<file path="src/design/core_pkg.sv">
package core_pkg;

    localparam int XLEN        = 32;
    localparam int REG_ADDR_W  = 5;
    localparam int NUM_REGS    = 32;
    localparam int QUEUE_DEPTH = 4;
    localparam int QPTR_W      = $clog2(QUEUE_DEPTH);
    localparam int QCNT_W      = $clog2(QUEUE_DEPTH + 1);

    localparam logic [XLEN-1:0] RESET_PC = 32'hbfc0_0000;

    // primary opcode field, only the kept subset
    typedef enum logic [5:0] {
        OP_SPECIAL = 6'h00,
        OP_ADDIU   = 6'h09,
        OP_SLTI    = 6'h0a,
        OP_SLTIU   = 6'h0b,
        OP_ANDI    = 6'h0c,
        OP_ORI     = 6'h0d,
        OP_XORI    = 6'h0e,
        OP_LUI     = 6'h0f
    } op_e;

    // SPECIAL function field
    typedef enum logic [5:0] {
        FN_SLL  = 6'h00,
        FN_SRL  = 6'h02,
        FN_SRA  = 6'h03,
        FN_ADDU = 6'h21,
        FN_SUBU = 6'h23,
        FN_AND  = 6'h24,
        FN_OR   = 6'h25,
        FN_XOR  = 6'h26,
        FN_NOR  = 6'h27,
        FN_SLT  = 6'h2a,
        FN_SLTU = 6'h2b
    } funct_e;

    typedef enum logic [3:0] {
        ALU_ADD, ALU_SUB, ALU_AND, ALU_OR, ALU_XOR, ALU_NOR,
        ALU_SLT, ALU_SLTU, ALU_SLL, ALU_SRL, ALU_SRA, ALU_LUI
    } alu_op_e;

    typedef struct packed {
        logic [XLEN-1:0] inst;
        logic [XLEN-1:0] pc;
    } fetch_t;

    // decode to execute
    typedef struct packed {
        logic [XLEN-1:0]       pc;
        alu_op_e               alu_op;
        logic [XLEN-1:0]       op_a;
        logic [XLEN-1:0]       op_b;
        logic [4:0]            shamt;
        logic [REG_ADDR_W-1:0] dst;
        logic                  we;
    } exec_t;

    // execute to write-back, also the trace record
    typedef struct packed {
        logic [XLEN-1:0]       pc;
        logic [REG_ADDR_W-1:0] dst;
        logic [XLEN-1:0]       data;
    } wb_t;

endpackage

</file>
<file path="src/design/decode_stage.sv">
module decode_stage
    import core_pkg::*;
(
    input  logic                  clk,
    input  logic                  rst_n_i,
    input  logic                  head_valid_i,
    input  fetch_t                head_i,
    input  logic [XLEN-1:0]       rs_data_i,
    input  logic [XLEN-1:0]       rt_data_i,
    input  logic                  ex_fwd_valid_i,
    input  wb_t                   ex_fwd_i,
    input  logic                  wb_valid_i,
    input  wb_t                   wb_i,
    output logic                  pop_o,
    output logic [REG_ADDR_W-1:0] rs_addr_o,
    output logic [REG_ADDR_W-1:0] rt_addr_o,
    output logic                  ex_valid_o,
    output exec_t                 ex_o
);

    op_e                   op;
    funct_e                funct;
    logic [REG_ADDR_W-1:0] rd_idx;
    logic [15:0]           imm;
    alu_op_e               alu_op;
    logic [XLEN-1:0]       imm_ext;
    logic [REG_ADDR_W-1:0] dst;
    logic                  use_imm;
    logic                  defined;
    logic [XLEN-1:0]       rs_val;
    logic [XLEN-1:0]       rt_val;
    exec_t                 ex_next;

    assign op        = op_e'(head_i.inst[31:26]);
    assign rs_addr_o = head_i.inst[25:21];
    assign rt_addr_o = head_i.inst[20:16];
    assign rd_idx    = head_i.inst[15:11];
    assign funct     = funct_e'(head_i.inst[5:0]);
    assign imm       = head_i.inst[15:0];

    // no stall so the head leaves as soon as it shows up
    assign pop_o = head_valid_i;

    always_comb begin
        alu_op  = ALU_ADD;
        imm_ext = {{16{imm[15]}}, imm};
        dst     = rt_addr_o;
        use_imm = 1'b1;
        defined = 1'b1;
        case (op)
            OP_SPECIAL: begin
                dst     = rd_idx;
                use_imm = 1'b0;
                case (funct)
                    FN_ADDU: alu_op = ALU_ADD;
                    FN_SUBU: alu_op = ALU_SUB;
                    FN_AND:  alu_op = ALU_AND;
                    FN_OR:   alu_op = ALU_OR;
                    FN_XOR:  alu_op = ALU_XOR;
                    FN_NOR:  alu_op = ALU_NOR;
                    FN_SLT:  alu_op = ALU_SLT;
                    FN_SLTU: alu_op = ALU_SLTU;
                    FN_SLL:  alu_op = ALU_SLL;
                    FN_SRL:  alu_op = ALU_SRL;
                    FN_SRA:  alu_op = ALU_SRA;
                    default: defined = 1'b0;
                endcase
            end
            OP_ADDIU: alu_op = ALU_ADD;
            OP_SLTI:  alu_op = ALU_SLT;
            OP_SLTIU: alu_op = ALU_SLTU;
            OP_ANDI: begin
                alu_op  = ALU_AND;
                imm_ext = {16'h0, imm};
            end
            OP_ORI: begin
                alu_op  = ALU_OR;
                imm_ext = {16'h0, imm};
            end
            OP_XORI: begin
                alu_op  = ALU_XOR;
                imm_ext = {16'h0, imm};
            end
            OP_LUI: begin
                alu_op  = ALU_LUI;
                imm_ext = {imm, 16'h0};
            end
            default: defined = 1'b0;
        endcase
    end

    // execute result first, then write-back, then register file
    function automatic logic [XLEN-1:0] fwd_sel(input logic [REG_ADDR_W-1:0] addr,
                                                input logic [XLEN-1:0] rf_val);
        logic [XLEN-1:0] val;
        if (addr == '0) begin
            val = '0;
        end else if (ex_fwd_valid_i && ex_fwd_i.dst == addr) begin
            val = ex_fwd_i.data;
        end else if (wb_valid_i && wb_i.dst == addr) begin
            val = wb_i.data;
        end else begin
            val = rf_val;
        end
        return val;
    endfunction

    always_comb begin
        rs_val = fwd_sel(rs_addr_o, rs_data_i);
        rt_val = fwd_sel(rt_addr_o, rt_data_i);
    end

    assign ex_next = '{
        pc:     head_i.pc,
        alu_op: alu_op,
        op_a:   rs_val,
        op_b:   use_imm ? imm_ext : rt_val,
        shamt:  head_i.inst[10:6],
        dst:    dst,
        we:     defined && (dst != '0)
    };

    always_ff @(posedge clk) begin
        if (!rst_n_i) begin
            ex_valid_o <= 1'b0;
        end else begin
            ex_valid_o <= head_valid_i;
        end
    end

    always_ff @(posedge clk) begin
        if (head_valid_i) begin
            ex_o <= ex_next;
        end
    end

endmodule

</file>
<file path="src/design/execute_stage.sv">
module execute_stage
    import core_pkg::*;
(
    input  logic  clk,
    input  logic  rst_n_i,
    input  logic  ex_valid_i,
    input  exec_t ex_i,
    output logic  fwd_valid_o,
    output wb_t   fwd_o,
    output logic  wb_valid_o,
    output wb_t   wb_o
);

    logic            is_shift;
    logic [XLEN-1:0] src_a;
    logic [XLEN-1:0] src_b;
    logic [4:0]      sa;
    logic [XLEN-1:0] result;

    // shifts take their amount from shamt and shift the rt operand
    assign is_shift = (ex_i.alu_op == ALU_SLL) || (ex_i.alu_op == ALU_SRL)
                   || (ex_i.alu_op == ALU_SRA);
    assign src_a    = is_shift ? {27'b0, ex_i.shamt} : ex_i.op_a;
    assign src_b    = ex_i.op_b;
    assign sa       = src_a[4:0];

    always_comb begin
        case (ex_i.alu_op)
            ALU_ADD:  result = src_a + src_b;
            ALU_SUB:  result = src_a - src_b;
            ALU_AND:  result = src_a & src_b;
            ALU_OR:   result = src_a | src_b;
            ALU_XOR:  result = src_a ^ src_b;
            ALU_NOR:  result = ~(src_a | src_b);
            ALU_SLT:  result = {31'b0, $signed(src_a) < $signed(src_b)};
            ALU_SLTU: result = {31'b0, src_a < src_b};
            ALU_SLL:  result = src_b << sa;
            ALU_SRL:  result = src_b >> sa;
            ALU_SRA:  result = $unsigned($signed(src_b) >>> sa);
            ALU_LUI:  result = src_b;
            default:  result = '0;
        endcase
    end

    // only writing instructions are visible to decode
    assign fwd_valid_o = ex_valid_i & ex_i.we;
    assign fwd_o       = '{pc: ex_i.pc, dst: ex_i.dst, data: result};

    always_ff @(posedge clk) begin
        if (!rst_n_i) begin
            wb_valid_o <= 1'b0;
        end else begin
            wb_valid_o <= fwd_valid_o;
        end
    end

    always_ff @(posedge clk) begin
        if (fwd_valid_o) begin
            wb_o <= fwd_o;
        end
    end

endmodule

</file>
<file path="src/design/inst_queue.sv">
module inst_queue
    import core_pkg::*;
(
    input  logic            clk,
    input  logic            rst_n_i,
    input  logic            inst_valid_i,
    input  logic [XLEN-1:0] inst_data_i,
    input  logic            pop_i,
    output logic            inst_ready_o,
    output logic            head_valid_o,
    output fetch_t          head_o
);

    fetch_t             mem [QUEUE_DEPTH];
    logic [QPTR_W-1:0]  wr_ptr;
    logic [QPTR_W-1:0]  rd_ptr;
    logic [QCNT_W-1:0]  count;
    logic [XLEN-1:0]    pc_cnt;
    logic               push;
    logic               pop;

    assign inst_ready_o = (count != QCNT_W'(QUEUE_DEPTH));
    assign head_valid_o = (count != '0);
    assign head_o       = mem[rd_ptr];

    assign push = inst_valid_i & inst_ready_o;
    assign pop  = pop_i & head_valid_o;

    always_ff @(posedge clk) begin
        if (!rst_n_i) begin
            wr_ptr <= '0;
            rd_ptr <= '0;
            count  <= '0;
            pc_cnt <= RESET_PC;
        end else begin
            if (push) begin
                wr_ptr <= (wr_ptr == QPTR_W'(QUEUE_DEPTH - 1)) ? '0 : wr_ptr + 1'b1;
                pc_cnt <= pc_cnt + 32'd4;
            end
            if (pop) begin
                rd_ptr <= (rd_ptr == QPTR_W'(QUEUE_DEPTH - 1)) ? '0 : rd_ptr + 1'b1;
            end
            // push and pop together leave the count unchanged
            if (push && !pop) begin
                count <= count + 1'b1;
            end else if (!push && pop) begin
                count <= count - 1'b1;
            end
        end
    end

    // entry payload, tagged with its pc
    always_ff @(posedge clk) begin
        if (push) begin
            mem[wr_ptr] <= '{inst: inst_data_i, pc: pc_cnt};
        end
    end

endmodule

</file>
<file path="src/design/int_core.sv">
module int_core
    import core_pkg::*;
(
    input  logic            clk,
    input  logic            rst_n_i,
    input  logic            inst_valid_i,
    input  logic [XLEN-1:0] inst_data_i,
    output logic            inst_ready_o,
    output logic            wb_valid_o,
    output wb_t             wb_o
);

    logic                  head_valid;
    fetch_t                head;
    logic                  pop;
    logic [REG_ADDR_W-1:0] rs_addr;
    logic [REG_ADDR_W-1:0] rt_addr;
    logic [XLEN-1:0]       rs_data;
    logic [XLEN-1:0]       rt_data;
    logic                  ex_valid;
    exec_t                 ex;
    logic                  fwd_valid;
    wb_t                   fwd;

    inst_queue u_inst_queue (
        .clk          (clk),
        .rst_n_i      (rst_n_i),
        .inst_valid_i (inst_valid_i),
        .inst_data_i  (inst_data_i),
        .pop_i        (pop),
        .inst_ready_o (inst_ready_o),
        .head_valid_o (head_valid),
        .head_o       (head)
    );

    decode_stage u_decode_stage (
        .clk            (clk),
        .rst_n_i        (rst_n_i),
        .head_valid_i   (head_valid),
        .head_i         (head),
        .rs_data_i      (rs_data),
        .rt_data_i      (rt_data),
        .ex_fwd_valid_i (fwd_valid),
        .ex_fwd_i       (fwd),
        .wb_valid_i     (wb_valid_o),
        .wb_i           (wb_o),
        .pop_o          (pop),
        .rs_addr_o      (rs_addr),
        .rt_addr_o      (rt_addr),
        .ex_valid_o     (ex_valid),
        .ex_o           (ex)
    );

    execute_stage u_execute_stage (
        .clk         (clk),
        .rst_n_i     (rst_n_i),
        .ex_valid_i  (ex_valid),
        .ex_i        (ex),
        .fwd_valid_o (fwd_valid),
        .fwd_o       (fwd),
        .wb_valid_o  (wb_valid_o),
        .wb_o        (wb_o)
    );

    // write-back register doubles as the trace port
    regfile u_regfile (
        .clk       (clk),
        .rst_n_i   (rst_n_i),
        .we_i      (wb_valid_o),
        .wb_i      (wb_o),
        .rs_addr_i (rs_addr),
        .rt_addr_i (rt_addr),
        .rs_data_o (rs_data),
        .rt_data_o (rt_data)
    );

endmodule

</file>
<file path="src/design/regfile.sv">
module regfile
    import core_pkg::*;
(
    input  logic                  clk,
    input  logic                  rst_n_i,
    input  logic                  we_i,
    input  wb_t                   wb_i,
    input  logic [REG_ADDR_W-1:0] rs_addr_i,
    input  logic [REG_ADDR_W-1:0] rt_addr_i,
    output logic [XLEN-1:0]       rs_data_o,
    output logic [XLEN-1:0]       rt_data_o
);

    logic [XLEN-1:0] regs [NUM_REGS];

    always_ff @(posedge clk) begin
        if (!rst_n_i) begin
            for (int i = 0; i < NUM_REGS; i++) begin
                regs[i] <= '0;
            end
        end else if (we_i && wb_i.dst != '0) begin
            regs[wb_i.dst] <= wb_i.data;
        end
    end

    // old value during a write, decode forwards the new one
    assign rs_data_o = regs[rs_addr_i];
    assign rt_data_o = regs[rt_addr_i];

endmodule

</file>
<file path="config.mk">
export PLATFORM = sky130hd
export DESIGN_NAME = int_core
export DESIGN_NICKNAME = d
export VERILOG_FILES = /design/src/design/core_pkg.sv /design/src/design/decode_stage.sv /design/src/design/execute_stage.sv /design/src/design/inst_queue.sv /design/src/design/int_core.sv /design/src/design/regfile.sv
export SDC_FILE = /design/constraint.sdc
export NUM_CORES = 2
export LEC_CHECK = 0
export ABC_AREA = 1
export BUFFER_PORTS_ARGS = -buffer_cell sky130_fd_sc_hd__buf_2
export CAP_MARGIN = 15
export CORE_AREA = 2 2 379 381
export CTS_CLUSTER_SIZE = 20
export DETAILED_ROUTE_END_ITERATION = 7
export DIE_AREA = 0 0 381 383
export PLACE_DENSITY = 0.76
export SLEW_MARGIN = 40
export SYNTH_ARGS = -nofsm -noshare
export SYNTH_HDL_FRONTEND = slang
export SYNTH_SLANG_ARGS = --single-unit
</file>
<file path="constraint.sdc">
create_clock -name clk -period 4.9 [get_ports clk]
set_clock_uncertainty 0.1 [all_clocks]
set_input_delay 0.49 -clock clk [delete_from_list [all_inputs] [get_ports clk]]
set_output_delay 0.49 -clock clk [all_outputs]
set_load 0.01 [all_outputs]
</file>
=== Word-level counts from Yosys, hierarchy flattened ===
Memory sizes are Yosys's and may differ from the RTL's. A register that Yosys moved wholly into a read port is not among the register bits.
Index checks and enable logic that the tools add are counted.

* Memories kept: 2
* Output and inout port bits: 71
* Register bits after elaboration: 221
* RAM bits: 1280
* Input port bits: 35

{| class="wikitable"
|+ Memory list
! memory !! depth !! width !! rd ports !! clocked after Yosys merged registers in !! write ports !! line !! RTL
|-
| u_regfile.regs || 32 || 32 || 2 || 0 || 32 || regfile.sv:14 || <nowiki>logic [XLEN-1:0] regs [NUM_REGS];</nowiki>
|-
| u_inst_queue.mem || 4 || 64 || 1 || 1 || 1 || inst_queue.sv:14 || <nowiki>fetch_t mem [QUEUE_DEPTH];</nowiki>
|}

* $lt $le $gt $ge: 2
* Add/subtract/negate cells: 7
* Shift-type cells: 3
* Bitwise gates (word level): 6
* Reduce and logical (&&, ||, !) cells: 25
* Equal/unequal tests: 35
* Multiplexer cells: 29

{| class="wikitable"
|+ Operators by type and width
! operator !! number
|-
| $pmux 32 s12 || 1
|-
| $mux 32 || 8
|-
| $lt 32x32->1 || 2
|-
| $pmux 32 s2 || 1
|-
| $eq 6x6->1 const B || 8
|-
| $eq 6x4->1 const B || 7
|-
| $pmux 4 s10 || 1
|-
| $add 32x3->32 const B || 1
|-
| $add 32x32->32 || 1
|-
| $and 32x32->32 || 1
|-
| $not 32->32 || 1
|-
| $or 32x32->32 || 1
|-
| $reduce_or 32->1 || 1
|-
| $shl 32x5->32 || 1
|-
| $shr 32x5->32 || 1
|-
| $sshr 32x5->32 || 1
|-
| $sub 32x32->32 || 1
|-
| $xor 32x32->32 || 1
|-
| $pmux 4 s7 || 1
|-
| $eq 5x5->1 || 4
|-
| $eq 4x3->1 const B || 4
|-
| $eq 4x4->1 const B || 4
|-
| $eq 6x2->1 const B || 2
|-
| $logic_not 6->1 || 2
|-
| other kinds (24) || 51
|}

=== Logic depth before layout (Yosys ltp) ===
* Depth after elaboration: 10
* Gate-level depth with buffers: 26

=== Modules after synthesis ===
A second synthesis with hierarchy kept.

* Cells, all modules: 11002
* Area total of the unflattened synthesis: 86703.2 um^2

{| class="wikitable"
|+ Modules (own cells, without submodules)
! module !! instances !! sequential area each (um^2) !! cells an instance !! area an instance (um^2)
|-
| regfile || 1 || 30749.5 || 7191 || 56681.9
|-
| execute_stage || 1 || 2092.0 || 2077 || 12159.2
|-
| inst_queue || 1 || 8227.9 || 907 || 11253.3
|-
| decode_stage || 1 || 3353.2 || 827 || 6608.8
|}

=== Worst setup path before layout ===
Ideal clock, no wire load.

* Path type: reg-to-reg
* Start point: register u_inst_queue.count[0]
* End point: register u_inst_queue.count[2]
* Buffers on the path: 0
* Arrival time: 4.120 ns
* Data required time: 4.681 ns
* Cell stages (with the launch flop): 11
* Slack: 0.561 ns
* Library setup time: 0.119 ns
* Cell sequence: dfxtp_1 nor2_1 nand2_1 inv_1 ha_1 inv_1 fa_1 o21ai_0 a21o_1 o21ai_0 a21oi_1

{| class="wikitable"
|+ RTL lines
! element !! line !! RTL
|-
| start: declaration || inst_queue.sv:17 || <nowiki>logic [QCNT_W-1:0] count;</nowiki>
|-
| start signal: assignment || inst_queue.sv:45 || <nowiki>count <= count + 1'b1;</nowiki>
|-
| start signal: assignment || inst_queue.sv:47 || <nowiki>count <= count - 1'b1;</nowiki>
|-
| $reduce_bool 3->1 (*) || inst_queue.sv:23 || <nowiki>assign head_valid_o = (count != '0);</nowiki>
|-
| net head_valid || int_core.sv:13 || <nowiki>logic head_valid;</nowiki>
|-
| $logic_not 1->1 || inst_queue.sv:44 || <nowiki>if (push && !pop) begin</nowiki>
|-
| $logic_and 1x1->1 || inst_queue.sv:44 ||
|-
| $mux 3 or $reduce_bool 2->1 (tied branches) || - ||
|}

Mark *: on every way through the listed nets, which the timed path passes. The rest lies on a longest branch. The select of a mux whose other input is x is not followed.
A chain may end at the register's enable or synchronous reset.

==> results.md <==
- Outcome: finished, violations left
- Failing checks: DRC
- Leakage: about 37 nW
- Routability Congestion: approximately 1.1
- Synthesized area per cell: approximately 8.3 µm²
- Full die area: 146000 µm²
- Cell with the most instances after synthesis: nand2_1
- H-tree lvl count: 4
- Post-layout min period: about 4.7 ns
- Fin nets: 10200
- Initial core utilization: between 50% and 60%
- TritonCTS Buffers: about 160
- I/O Buffers: between 100 and 150
- Switching power: between 40 and 50 mW
- Dominant cell type by area after synthesis: edfxtp_1
- Post-DR wirelength/cell: 29.4 µm
- Crit Path Max Fanout: 21
- Vias: ~81000
- Post-synth top area share: between 50 and 60%
- Ports: 106
- Ranking of synthesized cells by area: edfxtp_1 51%, nand2_1 9.0%, nor2_1 7.2%, nand3_1 7.0%, o21ai_0 4.4%
- Combinational power share: between 60% and 70%
- YS warnings: 0
- Detail Placement HPWL: roughly 230000 µm
- Clock Tree Buf Depth: 3
- Seq cells post-synth: 1489
- Top_reg_cell synth: edfxtp_1
- Worst skew pair latency: about 0.85 ns
- Max cap viols: 0
- Crit path DAT: 5.17 ns
- DRC marker count from the first detailed-route iteration: 14200
- Routed WL: 356000 µm
- CTS Sinks: 1489
- Required time of the worst setup path: between 5 and 6 ns
- Rows: between 100 and 150
- Grt ovf: 0
- Core ar.: 142000 µm²
- Finish-stage setup viols: 0
- Ys async rst share: 0%
- Final Cycle Share: a little under 100%
- Clock power frac: 15.9%
- Die width: between 300 and 400 µm
- Max Freq: approximately 0.21 GHz
- Routed vias/inst: about 6.7
- CP Capture Type: flip-flop
- Sequential Power Share: approximately 23%
- RSZ-0062 raised after global routing: false
- Final Max Tran Viols: 0
- HP Class: in -> reg
- EDFF count, synth: around 1400
- Share of cells above drive strength 1: just over 7%
- Postcts setup bufs: 0
- Area grow syn2layout: 9.66%
- Post-Synthesis Cells: slightly above 10000
- Critical path class: reg -> reg
- Worst Tran Pin Value: 0.966 ns
- Placement Cell Area: slightly below 90000 µm²
- Chip Height: 383 µm
- Endpoints failing hold: 0
- CP startpoint kind: flip-flop
- Vias in the first global route: between 70000 and 80000
- Max IR drop VDD: 0.697 mV
- First-pass GRT wire length: between 500000 and 600000 µm
- Clock-pin transition on the worst setup and hold timing paths: approximately 0.06 ns
- Sw Share: a little over half
- PwrDens: roughly 800 nW/µm²
- Post-synth top cells: 2040 x nand2_1, 1614 x nor2_1, 1448 x edfxtp_1
- Largest net degree at the start of global routing: roughly 170
- Initial antenna violation count: 16
- Total negative setup slack: 0 ns
- Root Driver: clkbuf_16
- Fin area: 92800 µm²
- Sequential area share after synthesis: between 50% and 60%
- CTS tree: yes
- Drt first pass iters: 8
- DRT antenna net count: 0
- GRT Overall Usage: between 40% and 50%
- Distinct cells, synth: 56
- Relative slew slack: about a third
- Cell area after synthesis: 84600 µm²
- Post-route DRC: 7
- Int Power: ~34 mW
- Fill cells: 11400
[kinds of logic (layout without fill, tap and decap cells)]
| family | after synthesis | count (layout) | synth area share [%] |
|---|---|---|---|
| simple gates | 5003 | 5003 | 24.4 |
| buf+inv | 1593 | 1528 | 7.67 |
| xor+xnor | 16 | 16 | 0.166 |
| compound gates | 2022 | 2022 | 13.7 |
| other cells | 1 | 44 | 0.00443 |
| flops | 1489 | 1489 | 52.4 |
| fa+ha+maj | 113 | 113 | 1.70 |
[stage by stage]
step                      setup slack, ns  util, %  total power, mW  hold WS, ns  cells
final                               0.186     65.2             74.8        0.238  12100
after global routing                0.122     65.2             76.8        0.216  12100
after CTS                           0.296     65.2             71.8        0.180  12100
after detailed placement            0.290     61.4             60.0        0.305  11800
after global placement              0.389     61.3             59.6        0.302  11800
after floorplan                     0.561        -             42.3        0.300  10300
[flip-flops by register name (all words and copies together), names as in the netlist, named ones only]
register,cells
u_inst_queue.wr_ptr,2
u_decode_stage.ex_o,109
u_inst_queue.pc_cnt,30
u_inst_queue.mem,248
u_inst_queue.count,3
u_execute_stage.wb_o,67
u_inst_queue.rd_ptr,2
u_regfile.regs,1024
u_execute_stage.wb_valid_o,1
u_decode_stage.ex_valid_o,1
[final timing paths]
kind,slack [ns],cells past startpoint,start,end
worst min-delay path,0.24,3,rst_n_i,u_inst_queue.pc_cnt[27]
worst max-delay path,0.19,19,u_decode_stage.ex_o[75],u_decode_stage.ex_o[37]
worst max register to register,0.19,19,u_decode_stage.ex_o[75],u_decode_stage.ex_o[37]
worst min register to register,0.31,0,u_decode_stage.ex_o[107],u_execute_stage.wb_o[65]
[critical path, cell delays in order (launching register included)]
cell and delay [ns]:
edfxtp_1 0.44, nand2_2 0.14, nand3_4 0.36, nand2_2 0.11
nand2_2 0.10, ha_1 0.51, inv_1 0.17, fa_1 0.47
inv_1 0.15, nand3_1 0.09, nand2_1 0.20, a21oi_1 0.13
o21ai_0 0.55, nand3_1 0.34, nand2_1 0.16, nand2_1 0.05
nand3_1 0.15, nand4_1 0.12, nand2_1 0.08, nand2_1 0.05
[layer usage]
layer / global-route usage, % / vias to the layer above / routed length (µm)
li1: - / 34600 / -
met1: 59.2 / 37800 / 120000
met2: 69.0 / 7008 / 150000
met3: 14.7 / 1608 / 52100
met4: 37.1 / 12 / 33900
met5: 0 / - / 73
[repair_timing]
action,CTS,global route
gates resized for setup,0,0
hold endpoints to repair,128,0
hold buffers,32,0
[layout make-up]
cell class / instances / area, µm² / share of cell area (%)
Timing Repair Buffer: 438 / 3690 / 3.97
Tap cell: 1903 / 2380 / 2.57
Multi-Input combinational cell: 7188 / 34300 / 36.9
Clock buffer: 203 / 4160 / 4.48
Clock inverter: 77 / 903 / 0.973
Sequential cell: 1489 / 44300 / 47.7
Inverter: 810 / 3070 / 3.31
Antenna cell: 10 / 25.0 / 0.0270
[placed cells by master, fill, tap and decap left out, drive strengths merged, types with 9 or more instances in the layout]
| cell type | count |
|---|---|
| a211oi | 20 |
| a21o | 10 |
| a21oi | 639 |
| buf | 406 |
| bufinv | 11 |
| clkbuf | 203 |
| clkinv | 71 |
| conb | 34 |
| dfxtp | 41 |
| diode | 10 |
| dlygate4sd3 | 32 |
| edfxtp | 1448 |
| ha | 110 |
| inv | 803 |
| nand2 | 2050 |
| nand3 | 1183 |
| nand4 | 49 |
| nor2 | 1623 |
| nor3 | 80 |
| o211ai | 431 |
| o21a | 9 |
| o21ai | 766 |
| o21bai | 16 |
| o22ai | 85 |
| xor2 | 14 |
[power by group through the flow]
stage          logic, mW  registers, mW  clock network (mW)
6_report            46.1           16.9                11.9
5_1_grt             47.7           16.9                12.3
4_1_cts             43.3           16.8                11.8
3_5_place_dp        43.0           17.0                   0
3_3_place_gp        42.6           17.0                   0
2_1_floorplan       25.8           16.6                   0
Note: power is estimated with default switching activity, not from simulation.
